[src/saturn_alu_pkg.sv]
package saturn_alu_pkg;

  // widths fixed by the architecture
  localparam int NIB_W  = 4;
  localparam int WORD_W = 64;
  localparam int IDX_W  = 4;
  localparam int SEL_W  = 3;
  localparam int OP_W   = 2;

  // A, B, C and D
  localparam int NUM_WREGS = 4;

  // decimal digit radix, sized for the 5-bit carry sum
  localparam logic [NIB_W:0] DEC_RADIX = 5'd10;

  // one hex or bcd digit
  typedef logic [NIB_W-1:0] nibble_t;

  // full working register
  typedef logic [WORD_W-1:0] word_t;

  // nibble position inside a word, 0 is least significant
  typedef logic [IDX_W-1:0] nib_idx_t;

  // operand selector
  typedef logic [SEL_W-1:0] reg_sel_t;

  localparam reg_sel_t REG_A   = 3'd0;
  localparam reg_sel_t REG_B   = 3'd1;
  localparam reg_sel_t REG_C   = 3'd2;
  localparam reg_sel_t REG_D   = 3'd3;
  // immediate nibble, never written as a destination
  localparam reg_sel_t REG_IMM = 3'd4;

  // operation code
  typedef logic [OP_W-1:0] alu_op_t;

  localparam alu_op_t OP_ZERO = 2'd0;
  localparam alu_op_t OP_COPY = 2'd1;
  localparam alu_op_t OP_ADD  = 2'd2;
  localparam alu_op_t OP_SUB  = 2'd3;

  // field walk
  typedef enum logic [1:0] {
    SEQ_IDLE = 2'd0,
    SEQ_RUN  = 2'd1,
    SEQ_DONE = 2'd2
  } seq_state_t;

endpackage

[src/alu_sequencer.sv]
`timescale 1ns/100ps

module alu_sequencer
  import saturn_alu_pkg::*;
(
  input  logic     i_clk,
  input  logic     i_reset,
  input  logic     i_start,
  input  alu_op_t  i_op,
  input  reg_sel_t i_dest,
  input  reg_sel_t i_src1,
  input  reg_sel_t i_src2,
  input  nib_idx_t i_field_start,
  input  nib_idx_t i_field_last,
  input  nibble_t  i_imm,
  input  logic     i_dec,
  output logic     o_step,
  output logic     o_first,
  output nib_idx_t o_idx,
  output alu_op_t  o_op,
  output reg_sel_t o_dest,
  output reg_sel_t o_src1,
  output reg_sel_t o_src2,
  output nibble_t  o_imm,
  output logic     o_dec,
  output logic     o_busy,
  output logic     o_done
);

  seq_state_t state_q;
  nib_idx_t   idx_q;
  nib_idx_t   last_q;
  logic       first_q;
  logic       busy_q;
  logic       done_q;
  alu_op_t    op_q;
  reg_sel_t   dest_q;
  reg_sel_t   src1_q;
  reg_sel_t   src2_q;
  nibble_t    imm_q;
  logic       dec_q;
  logic       accept;

  // strobes during a walk or the done cycle are dropped
  assign accept = (state_q == SEQ_IDLE) && i_start && !done_q;

  always_ff @(posedge i_clk) begin
    if (i_reset) begin
      state_q <= SEQ_IDLE;
      first_q <= 1'b0;
    end else begin
      case (state_q)
        SEQ_IDLE: begin
          if (accept) begin
            state_q <= SEQ_RUN;
            first_q <= 1'b1;
          end
        end
        SEQ_RUN: begin
          first_q <= 1'b0;
          if (idx_q == last_q) begin
            state_q <= SEQ_DONE;
          end
        end
        SEQ_DONE: begin
          state_q <= SEQ_IDLE;
        end
        default: begin
          state_q <= SEQ_IDLE;
        end
      endcase
    end
  end

  // status trails the state by one cycle
  // busy covers the write edges and done follows the last carry update
  always_ff @(posedge i_clk) begin
    if (i_reset) begin
      busy_q <= 1'b0;
      done_q <= 1'b0;
    end else begin
      busy_q <= (state_q == SEQ_RUN);
      done_q <= (state_q == SEQ_DONE);
    end
  end

  // instruction latch and a nibble walk that wraps modulo 16
  always_ff @(posedge i_clk) begin
    if (accept) begin
      idx_q  <= i_field_start;
      last_q <= i_field_last;
      op_q   <= i_op;
      dest_q <= i_dest;
      src1_q <= i_src1;
      src2_q <= i_src2;
      imm_q  <= i_imm;
      dec_q  <= i_dec;
    end else if (state_q == SEQ_RUN) begin
      idx_q <= idx_q + 4'd1;
    end
  end

  assign o_step  = (state_q == SEQ_RUN);
  assign o_first = first_q;
  assign o_idx   = idx_q;
  assign o_op    = op_q;
  assign o_dest  = dest_q;
  assign o_src1  = src1_q;
  assign o_src2  = src2_q;
  assign o_imm   = imm_q;
  assign o_dec   = dec_q;
  assign o_busy  = busy_q;
  assign o_done  = done_q;

endmodule

[src/working_reg.sv]
`timescale 1ns/100ps

module working_reg
  import saturn_alu_pkg::*;
(
  input  logic     i_clk,
  input  logic     i_reset,
  input  logic     i_we,
  input  nib_idx_t i_idx,
  input  nibble_t  i_wdata,
  output word_t    o_word
);

  word_t word_q;

  // only the addressed nibble moves, the rest of the word holds
  always_ff @(posedge i_clk) begin
    if (i_reset) begin
      word_q <= '0;
    end else if (i_we) begin
      word_q[{i_idx, 2'b00} +: NIB_W] <= i_wdata;
    end
  end

  assign o_word = word_q;

endmodule

[src/nibble_datapath.sv]
`timescale 1ns/100ps

module nibble_datapath
  import saturn_alu_pkg::*;
(
  input  logic                 i_clk,
  input  logic                 i_reset,
  input  logic                 i_step,
  input  logic                 i_first,
  input  nib_idx_t             i_idx,
  input  alu_op_t              i_op,
  input  reg_sel_t             i_dest,
  input  reg_sel_t             i_src1,
  input  reg_sel_t             i_src2,
  input  nibble_t              i_imm,
  input  logic                 i_dec,
  input  word_t                i_words [NUM_WREGS],
  output logic [NUM_WREGS-1:0] o_we,
  output nibble_t              o_wdata,
  output logic                 o_carry
);

  nibble_t        reg_nib [NUM_WREGS];
  nibble_t        src1_nib;
  nibble_t        src2_nib;
  logic           carry_q;
  logic           carry_in;
  logic [NIB_W:0] sum_raw;
  logic [NIB_W:0] diff_raw;
  nibble_t        add_nib;
  logic           add_cout;
  nibble_t        sub_nib;
  logic           sub_bout;
  nibble_t        res_nib;
  logic           res_carry;

  // nibble at the current index from every register
  always_comb begin
    for (int i = 0; i < NUM_WREGS; i++) begin
      reg_nib[i] = i_words[i][{i_idx, 2'b00} +: NIB_W];
    end
  end

  function automatic nibble_t pick_src(input reg_sel_t sel);
    nibble_t nib;
    nib = '0;
    if (sel == REG_IMM) begin
      nib = i_imm;
    end else if (sel < NUM_WREGS) begin
      nib = reg_nib[sel[1:0]];
    end
    return nib;
  endfunction

  assign src1_nib = pick_src(i_src1);
  assign src2_nib = pick_src(i_src2);

  // the ripple starts fresh on the first nibble of a field
  assign carry_in = i_first ? 1'b0 : carry_q;

  assign sum_raw  = {1'b0, src1_nib} + {1'b0, src2_nib} + {4'd0, carry_in};
  assign diff_raw = {1'b0, src1_nib} - {1'b0, src2_nib} - {4'd0, carry_in};

  always_comb begin
    add_nib  = sum_raw[NIB_W-1:0];
    add_cout = sum_raw[NIB_W];
    if (i_dec) begin
      add_cout = (sum_raw >= DEC_RADIX);
      if (add_cout) begin
        add_nib = nibble_t'(sum_raw - DEC_RADIX);
      end
    end
  end

  // a negative difference sets bit 4 in both modes
  always_comb begin
    sub_nib  = diff_raw[NIB_W-1:0];
    sub_bout = diff_raw[NIB_W];
    if (i_dec && sub_bout) begin
      sub_nib = diff_raw[NIB_W-1:0] + DEC_RADIX[NIB_W-1:0];
    end
  end

  always_comb begin
    case (i_op)
      OP_ZERO: begin
        res_nib   = '0;
        res_carry = 1'b0;
      end
      OP_COPY: begin
        res_nib   = src1_nib;
        res_carry = carry_q;
      end
      OP_ADD: begin
        res_nib   = add_nib;
        res_carry = add_cout;
      end
      default: begin
        res_nib   = sub_nib;
        res_carry = sub_bout;
      end
    endcase
  end

  // running carry doubles as the flag, so the last step leaves the final value
  always_ff @(posedge i_clk) begin
    if (i_reset) begin
      carry_q <= 1'b0;
    end else if (i_step) begin
      carry_q <= res_carry;
    end
  end

  // immediate as destination enables nothing
  always_comb begin
    o_we = '0;
    if (i_step && (i_dest < NUM_WREGS)) begin
      o_we[i_dest[1:0]] = 1'b1;
    end
  end

  assign o_wdata = res_nib;
  assign o_carry = carry_q;

endmodule

[src/saturn_alu.sv]
`timescale 1ns/100ps

module saturn_alu
  import saturn_alu_pkg::*;
(
  input  logic     i_clk,
  input  logic     i_reset,
  input  logic     i_start,
  input  alu_op_t  i_op,
  input  reg_sel_t i_dest,
  input  reg_sel_t i_src1,
  input  reg_sel_t i_src2,
  input  nib_idx_t i_field_start,
  input  nib_idx_t i_field_last,
  input  nibble_t  i_imm,
  input  logic     i_dec,
  input  reg_sel_t i_rd_sel,
  output word_t    o_rd_data,
  output logic     o_carry,
  output logic     o_busy,
  output logic     o_done
);

  logic                 step;
  logic                 first;
  nib_idx_t             step_idx;
  alu_op_t              op_q;
  reg_sel_t             dest_q;
  reg_sel_t             src1_q;
  reg_sel_t             src2_q;
  nibble_t              imm_q;
  logic                 dec_q;
  logic [NUM_WREGS-1:0] reg_we;
  nibble_t              wr_nib;
  word_t                reg_words [NUM_WREGS];

  alu_sequencer u_alu_sequencer (
    .i_clk         (i_clk),
    .i_reset       (i_reset),
    .i_start       (i_start),
    .i_op          (i_op),
    .i_dest        (i_dest),
    .i_src1        (i_src1),
    .i_src2        (i_src2),
    .i_field_start (i_field_start),
    .i_field_last  (i_field_last),
    .i_imm         (i_imm),
    .i_dec         (i_dec),
    .o_step        (step),
    .o_first       (first),
    .o_idx         (step_idx),
    .o_op          (op_q),
    .o_dest        (dest_q),
    .o_src1        (src1_q),
    .o_src2        (src2_q),
    .o_imm         (imm_q),
    .o_dec         (dec_q),
    .o_busy        (o_busy),
    .o_done        (o_done)
  );

  // A, B, C, D
  for (genvar gi = 0; gi < NUM_WREGS; gi++) begin : g_wreg
    working_reg u_working_reg (
      .i_clk   (i_clk),
      .i_reset (i_reset),
      .i_we    (reg_we[gi]),
      .i_idx   (step_idx),
      .i_wdata (wr_nib),
      .o_word  (reg_words[gi])
    );
  end

  nibble_datapath u_nibble_datapath (
    .i_clk   (i_clk),
    .i_reset (i_reset),
    .i_step  (step),
    .i_first (first),
    .i_idx   (step_idx),
    .i_op    (op_q),
    .i_dest  (dest_q),
    .i_src1  (src1_q),
    .i_src2  (src2_q),
    .i_imm   (imm_q),
    .i_dec   (dec_q),
    .i_words (reg_words),
    .o_we    (reg_we),
    .o_wdata (wr_nib),
    .o_carry (o_carry)
  );

  // debug read port, immediate and unused codes read as zero
  always_comb begin
    o_rd_data = '0;
    if (i_rd_sel < NUM_WREGS) begin
      o_rd_data = reg_words[i_rd_sel[1:0]];
    end
  end

endmodule

[config.mk]
export PLATFORM = sky130hd
export DESIGN_NAME = saturn_alu
export DESIGN_NICKNAME = d
export VERILOG_FILES = /design/src/saturn_alu_pkg.sv /design/src/alu_sequencer.sv /design/src/working_reg.sv /design/src/nibble_datapath.sv /design/src/saturn_alu.sv
export SDC_FILE = /design/constraint.sdc
export NUM_CORES = 1
export LEC_CHECK = 0
export BUFFER_PORTS_ARGS = -buffer_cell sky130_fd_sc_hd__buf_4
export CAP_MARGIN = 0
export CORE_MARGIN = 2
export CORE_UTILIZATION = 55
export CTS_CLUSTER_DIAMETER = 60
export DETAILED_ROUTE_END_ITERATION = 8
export PLACE_DENSITY = 0.73
export SYNTH_ARGS = -nofsm -noshare
export SYNTH_HDL_FRONTEND = slang
export SYNTH_SLANG_ARGS = --single-unit
export TNS_END_PERCENT = 1
[constraint.sdc]
create_clock -name i_clk -period 6.8 [get_ports i_clk]
set_input_delay 1.36 -clock i_clk [delete_from_list [all_inputs] [get_ports i_clk]]
set_output_delay 1.36 -clock i_clk [all_outputs]
set_load 0.05 [all_outputs]
==> impl_metrics.json, run 1 <==
{
  "share_seq_of_total_power": 0.371,
  "sw_frac_of_total": 0.318,
  "crit_fanout": 38,
  "edff_count_synth": 24,
  "whs_endpoint": "g_wreg[2].u_working_reg.o_word[4]$_SDFFE_PP0P_",
  "timing_limited_maximum_frequency_mhz": 164,
  "timing.rr.end": "g_wreg[2].u_working_reg.o_word[50]$_SDFFE_PP0P_",
  "clk_path_buf_depth": 3,
  "placement_rows": 62,
  "cts_hold_repair.buffers": 0,
  "cp_cell_sequence": "buf_4 > mux4_2 > mux2_2 > nand3_1 > o41ai_1 > nor3_2 > nand2_1 > xnor2_1 > ha_1 > inv_1 > o2111a_1 > a31oi_2 > fa_1 > xnor2_1 > ha_1 > inv_1 > o21ai_0 > a2bb2oi_1 > nand3_1 > a32oi_4 > buf_4 > a211oi_1",
  "seq_area_frac_synth": 0.373,
  "tritoncts": "built",
  "nNetsFinal": 1673,
  "hold_start": "g_wreg[2].u_working_reg.o_word[4]$_SDFFE_PP0P_",
  "drt_iter0_markers": 1819,
  "reg2regPathDepth": 22,
  "peakVddDrop_v": 0.000167,
  "wire_length_of_the_first_global_routing_pass_mm": 77.7,
  "ys_async_sr_fraction": 0,
  "cts_max_level": 2,
  "routabilityCongestion": 0.967,
  "critical_path.reg2reg.startpoint": "u_alu_sequencer.o_idx[0]$_DFFE_PP_",
  "syn_avg_cell_area_um2": 10.0,
  "cp_num_buf_inv": 4,
  "grt_antenna_before_repair": 0,
  "clock_skew_ps": 16.2,
  "postSynthNetCount": 1646,
  "reg2reg_slack_ps": 690,
  "synth_cell_types": 76,
  "finalMaxSlewViolations": 0,
  "yosysWarnings": 0,
  "core_area_mm2": 0.0287,
  "maximum_number_of_pins_on_one_net_before_global_route_repair": 136,
  "power.share.combinational": 0.231,
  "power.leakage_uw": 0.00622,
  "finalHoldViolCount": 0,
  "worst_path_dominant_cell_family": "compound AO/OA/AOI/OAI gates",
  "drtAntennaViolNets": 0,
  "critical_path_cell_count": 22,
  "routed_via_density": 6.66,
  "worst_setup_path_end_kind": "flip-flop",
  "main_synth_ff_type": "sky130_fd_sc_hd__dfxtp_1",
  "fin_setup_tns_ps": 0,
  "power.density_mw_per_mm2": 263,
  "post_synthesis_instance_area_mm2": 0.0160,
  "min_period_over_period": 0.899,
  "timing.critical_path.slowest_stage_cell": "sky130_fd_sc_hd__mux4_2",
  "die-area_mm2": 0.0305,
  "max_slew.worst_pin.slew_ps": 1240,
  "io-pin-count": 97,
  "via_count": 13600,
  "post_route_cells_drive_above_1_share": 0.213,
  "die_height_um": 175,
  "clock-root-buffer": "sky130_fd_sc_hd__clkbuf_16",
  "dp_hpwl_mm": 34.6,
  "number_of_global_route_vias_before_repair": 12800,
  "starting_density_of_the_core": 0.558,
  "area_share_of_the_largest_cell_type_after_synthesis": 0.328,
  "post_synth_most_frequent_cells": "262 x sky130_fd_sc_hd__dfxtp_1, 167 x sky130_fd_sc_hd__nor2_1, 135 x sky130_fd_sc_hd__nand3b_1",
  "1st_pass_router_iterations": 6,
  "share_clk_of_total_power": 0.399,
  "clock_sink_count": 286,
  "insertedDiodeCount": 0,
  "run_status": "completed",
  "postSynthCellCount": 1598,
  "postCtsSetupBuffers": 0,
  "tritoncts.num_buffers": 35,
  "grt-ovfl-total": 0,
  "insertion_delay_ps": 510,
  "critPathMaxStageDelay_ps": 560,
  "reg_clk_slew_reported_paths_ps": 60,
  "cp.required_ps": 7150,
  "final.min_clock_period_ps": 6110,
  "synthToLayoutAreaGrowth_pct": 12.3,
  "holdCritPathClass": "reg -> reg",
  "ys_top_cells_by_area": "sky130_fd_sc_hd__dfxtp_1 33%, sky130_fd_sc_hd__mux4_2 16%, sky130_fd_sc_hd__nand3b_1 6.3%, sky130_fd_sc_hd__edfxtp_1 4.5%, sky130_fd_sc_hd__nor2_1 3.9%",
  "groute.usage.overall": 0.330,
  "grt_setup_unrepaired": "no",
  "input_output_buffers": 96,
  "final-setup-viol-count": 0,
  "final_core_utilization": 0.626,
  "worstSetupStartpointType": "flip-flop",
  "die_w_um": 175,
  "synthMostInstantiatedCell": "sky130_fd_sc_hd__dfxtp_1",
  "drc_errors": 0,
  "setup.worst_path.class": "reg -> reg",
  "slew-limit-headroom": 0.170,
  "synth_area_leader_cell": "sky130_fd_sc_hd__dfxtp_1",
  "post_cts_resized": 0,
  "maxCapViolCount": 0,
  "post_drt_wl_per_cell_um": 24.7,
  "routed_wl_mm": 50.2,
  "power.switching_uw": 1500,
  "internal-power_uw": 3230,
  "fillers": 2402,
  "ys_seq_elements": 286,
  "cp_data_arrival_time_ps": 6460,
  "cell_depth_of_the_worst_hold_path": 2
}
## stage by stage
stage	total power, uW	std cells	hold WS [ps]	instance area (um^2)	setup WS (ps)
after global routing	4870	2034	508	18000	333
final	4730	2034	479	18000	689
after detailed placement	2850	1972	469	16800	779
after CTS	4720	2034	475	18000	769
after floorplan	2590	1598	443	16000	1620
after global placement	2850	1972	460	16800	856
## layer usage
metal,vias to the layer above,wire [um],global-route usage
met5,-,0,0
met3,119,4950,0.0614
met1,6585,20500,0.461
li1,6038,-,-
met2,808,22500,0.504
met4,0,2260,0.145
## worst max path at each step
stage	startpoint	endpoint	slack, ps
2_1_floorplan	u_alu_sequencer.o_idx[0]$_DFFE_PP_	g_wreg[2].u_working_reg.o_word[19]$_SDFFE_PP0P_	1620
3_3_place_gp	u_alu_sequencer.o_idx[0]$_DFFE_PP_	g_wreg[2].u_working_reg.o_word[51]$_SDFFE_PP0P_	860
3_5_place_dp	u_alu_sequencer.o_idx[0]$_DFFE_PP_	g_wreg[3].u_working_reg.o_word[50]$_SDFFE_PP0P_	780
4_1_cts	u_alu_sequencer.o_idx[0]$_DFFE_PP_	g_wreg[2].u_working_reg.o_word[50]$_SDFFE_PP0P_	770
5_1_grt	u_alu_sequencer.o_idx[0]$_DFFE_PP_	g_wreg[2].u_working_reg.o_word[50]$_SDFFE_PP0P_	330
6_report	u_alu_sequencer.o_idx[0]$_DFFE_PP_	g_wreg[2].u_working_reg.o_word[50]$_SDFFE_PP0P_	690
## worst min-delay path, stage by stage, from the launching register on
cell	delay [ps]
sky130_fd_sc_hd__dfxtp_1	320
sky130_fd_sc_hd__nand2_1	60
sky130_fd_sc_hd__a21oi_1	50
## cells in the final DEF (no fill, tap or decap), types with 6 or more instances in the layout
cell | netlist | final
sky130_fd_sc_hd__dfxtp_1 | 262 | 262
sky130_fd_sc_hd__nor2_1 | 167 | 165
sky130_fd_sc_hd__nand3b_1 | 135 | 135
sky130_fd_sc_hd__mux4_2 | 116 | 116
sky130_fd_sc_hd__buf_4 | 2 | 115
sky130_fd_sc_hd__nand2_1 | 82 | 82
sky130_fd_sc_hd__nor2b_1 | 68 | 68
sky130_fd_sc_hd__mux2i_1 | 59 | 59
sky130_fd_sc_hd__o21ai_1 | 58 | 58
sky130_fd_sc_hd__a211oi_1 | 56 | 56
sky130_fd_sc_hd__o21ai_0 | 53 | 53
sky130_fd_sc_hd__nor3_1 | 46 | 46
sky130_fd_sc_hd__nand3_1 | 45 | 45
sky130_fd_sc_hd__a21oi_1 | 42 | 42
sky130_fd_sc_hd__o21ai_2 | 38 | 38
sky130_fd_sc_hd__clkbuf_16 | 0 | 37
sky130_fd_sc_hd__inv_1 | 36 | 36
sky130_fd_sc_hd__edfxtp_1 | 24 | 24
sky130_fd_sc_hd__nand4_1 | 22 | 22
sky130_fd_sc_hd__ha_1 | 16 | 16
sky130_fd_sc_hd__xnor2_1 | 12 | 12
sky130_fd_sc_hd__clkbuf_1 | 81 | 12
sky130_fd_sc_hd__a221oi_1 | 11 | 11
sky130_fd_sc_hd__o32ai_1 | 9 | 9
sky130_fd_sc_hd__and2_1 | 8 | 8
sky130_fd_sc_hd__a22oi_1 | 9 | 8
sky130_fd_sc_hd__a22o_1 | 6 | 6
sky130_fd_sc_hd__nand2b_1 | 6 | 6
sky130_fd_sc_hd__a21o_1 | 6 | 6
## logic make-up (layout without fill, tap and decap cells)
family	Yosys count	in the layout	synth area share
and+or+nand+nor	598	598	0.200
AOI/OAI and AO/OA	330	330	0.144
DFF	286	286	0.373
muxes	182	182	0.209
buffers and inverters	169	221	0.0514
adders and majority gates	18	18	0.0150
xor gates and xnor gates	15	15	0.00821
## cell type report
type,instances,area (um^2),share of cell area
Inverter,38,143,0.00794
Sequential cell,286,5970,0.332
Tap cell,384,480,0.0267
Timing Repair Buffer,121,975,0.0542
Clock buffer,54,1040,0.0579
Multi-Input combinational cell,1143,9240,0.514
Clock inverter,8,124,0.00689
## state kept, by name, summed over array words and instances, names as in the netlist, 2 cells and up
signal and flops:
u_alu_sequencer.state_q 2, u_alu_sequencer.o_src2 3, u_alu_sequencer.o_imm 4, u_alu_sequencer.last_q 4, u_alu_sequencer.o_dest 3, g_wreg.u_working_reg.o_word 256, u_alu_sequencer.o_src1 3, u_alu_sequencer.o_idx 4
u_alu_sequencer.o_op 2
## power by group through the flow
stage | clock network (uW) | logic [uW] | registers, uW
2_1_floorplan | 0 | 817 | 1780
3_3_place_gp | 0 | 1060 | 1790
3_5_place_dp | 0 | 1060 | 1790
4_1_cts | 1900 | 1070 | 1750
5_1_grt | 1970 | 1150 | 1760
6_report | 1890 | 1090 | 1750
(Power assumes the default switching activity.)
==> run 2: changes to the inputs <==
--- a/config.mk
+++ b/config.mk
@@ -12,5 +12,5 @@
 export CTS_CLUSTER_DIAMETER = 60
 export DETAILED_ROUTE_END_ITERATION = 8
-export PLACE_DENSITY = 0.73
+export PLACE_DENSITY = 0.76
 export SYNTH_ARGS = -nofsm -noshare
 export SYNTH_HDL_FRONTEND = slang
==> constraint.sdc (replaced) <==
create_clock -name i_clk -period 5.4 [get_ports i_clk]
set_input_delay 0.81 -clock i_clk [delete_from_list [all_inputs] [get_ports i_clk]]
set_output_delay 0.81 -clock i_clk [all_outputs]
set_load 0.05 [all_outputs]
==> run 2 against run 1 <==
Net effect: first-iteration DRC count up 12%; clock power rose by 19%; clock skew rose by 9.6 ps; largest cell class unchanged; via count rose by 4.1%; global-route usage increased by 0.85 points; design area increased by 4.8%; sequential cell count did not move; register-to-register slack got worse by 690 ps; sequential power up 26%; count of clock-buffer cells in the layout is 16 lower.
==> impl_metrics.json, run 2 (synthesis gave the netlist of run 1 again) <==
{
  "run_status": "completed",
  "io-pin-count": 97,
  "via_count": 14100,
  "power.leakage_uw": 0.00664,
  "die-area_mm2": 0.0305,
  "tritoncts.num_buffers": 31,
  "crit_top_cell": "sky130_fd_sc_hd__buf_12",
  "drt_iter0_markers": 2037,
  "core_area_mm2": 0.0287,
  "reg_clk_slew_reported_paths_ps": 60,
  "fin_worst_hold_slack_ps": 409,
  "min_period_over_period": 0.999,
  "wire_length_of_the_first_global_routing_pass_mm": 79.9,
  "critPathMaxStageDelay_ps": 580,
  "cp.required_ps": 5880,
  "stdcell_count": 2101,
  "maximum_number_of_pins_on_one_net_before_global_route_repair": 120,
  "die_w_um": 175,
  "drc_errors": 0,
  "tritoncts": "built",
  "maxCapViolCount": 0,
  "finalHoldViolCount": 0,
  "setup.worst_path.class": "reg -> reg",
  "worst_path_dominant_cell_family": "buffers and inverters",
  "worstSetupStartpointType": "flip-flop",
  "cp_num_buf_inv": 10,
  "flip_flop_count_of_the_largest_register_after_layout": 256,
  "grt_setup_unrepaired": "yes",
  "final_core_utilization": 0.656,
  "routed_via_density": 6.72,
  "slew-limit-headroom": 0.218,
  "crit_fanout": 12,
  "post_drt_wl_per_cell_um": 25.3,
  "groute.usage.overall": 0.338,
  "cp_data_arrival_time_ps": 5880,
  "worst_setup_path_end_kind": "flip-flop",
  "max_slew.worst_pin.slew_ps": 1170,
  "grt_antenna_before_repair": 1,
  "cts_max_level": 1,
  "number_of_global_route_vias_before_repair": 13400,
  "synthToLayoutAreaGrowth_pct": 17.6,
  "routed_wl_mm": 53.2,
  "nNetsFinal": 1741,
  "cts_hold_repair.buffers": 0,
  "peakVddDrop_v": 0.000290,
  "insertedDiodeCount": 0,
  "numPlacedInstances": 2027,
  "final-setup-viol-count": 0,
  "mostFrequentLayoutCell": "sky130_fd_sc_hd__dfxtp_1",
  "dp_hpwl_mm": 36.7,
  "mostFrequentLayoutCells": "262 x sky130_fd_sc_hd__dfxtp_1, 172 x sky130_fd_sc_hd__buf_4, 164 x sky130_fd_sc_hd__nor2_1",
  "grt-ovfl-total": 0,
  "clk_path_buf_depth": 3,
  "holdCritPathClass": "in -> reg",
  "timing_limited_maximum_frequency_mhz": 185,
  "post_route_cells_drive_above_1_share": 0.271,
  "clock_sink_count": 286,
  "die_height_um": 175,
  "insertion_delay_ps": 580,
  "1st_pass_router_iterations": 6,
  "starting_density_of_the_core": 0.558,
  "drtAntennaViolNets": 0,
  "routabilityCongestion": 1.01,
  "clock_skew_ps": 25.8,
  "power.density_mw_per_mm2": 328,
  "finalMaxSlewViolations": 0,
  "placement_rows": 62,
  "input_output_buffers": 96,
  "final.min_clock_period_ps": 5400,
  "clock-root-buffer": "sky130_fd_sc_hd__clkbuf_16",
  "timing.critical_path.slowest_stage_cell": "sky130_fd_sc_hd__mux4_2"
}
[run 2: cell count changes in the layout (fill, tap and decap cells not counted), moves of 4 or more]
cell                       change
sky130_fd_sc_hd__a211oi_1      -6
sky130_fd_sc_hd__a211oi_2      +6
sky130_fd_sc_hd__buf_12        +7
sky130_fd_sc_hd__buf_4        +57
sky130_fd_sc_hd__buf_6         +4
sky130_fd_sc_hd__clkbuf_1     -10
sky130_fd_sc_hd__clkinv_2      +6
sky130_fd_sc_hd__ha_1          -4
[run 2: cell type report]
type	instances	area, um^2
Tap cell	384	480
Multi-Input combinational cell	1143	9470
Clock buffer	38	852
Sequential cell	286	5970
Timing Repair Buffer	193	1690
Inverter	38	143
Clock inverter	19	226
Fill cell	2227	9870
[run 2: path summary, 6_finish.rpt]
check | start | endpoint | slack (ps) | depth (start not counted)
max reg2reg | u_alu_sequencer.o_idx[0]$_DFFE_PP_ | g_wreg[2].u_working_reg.o_word[51]$_SDFFE_PP0P_ | 4 | 25
min | i_field_last[2] | u_alu_sequencer.last_q[2]$_DFFE_PP_ | 410 | 1
max | u_alu_sequencer.o_idx[0]$_DFFE_PP_ | g_wreg[2].u_working_reg.o_word[51]$_SDFFE_PP0P_ | 4 | 25
min reg2reg | g_wreg[0].u_working_reg.o_word[4]$_SDFFE_PP0P_ | g_wreg[0].u_working_reg.o_word[4]$_SDFFE_PP0P_ | 480 | 2
[run 2: what timing repair did]
action                                  CTS  global route
buffers inserted                          2            12
endpoints found under the setup margin  184           192
gates cloned                              0             3
pin swaps                                 0            10
gates resized for setup                   6            44
[run 2: per-layer routing]
layer	share of wire	global-route usage	vias up
met1	0.39	0.467	6792
met2	0.45	0.516	945
li1	-	-	6178
met3	0.11	0.0633	193
met4	0.056	0.164	2
met5	0.00015	0	-
[run 2: through the flow]
stage / setup slack [ps] / instance area [um^2] / power (uW) / setup TNS [ps]
6_report: 3.86 / 18800 / 6180 / 0
5_1_grt: -242 / 18800 / 6340 / -32130
3_5_place_dp: -169 / 17300 / 3770 / -12410
2_1_floorplan: 222 / 16000 / 3270 / 0
3_3_place_gp: -74.4 / 17300 / 3750 / -5590
4_1_cts: 11.4 / 18400 / 5990 / 0
[run 2: power by group]
| part | leakage [uW] | switching (uW) | internal, uW |
|---|---|---|---|
| clock | 0.000534 | 925 | 1320 |
| sequential | 0.00234 | 37.5 | 2170 |
| combinational | 0.00376 | 1070 | 662 |
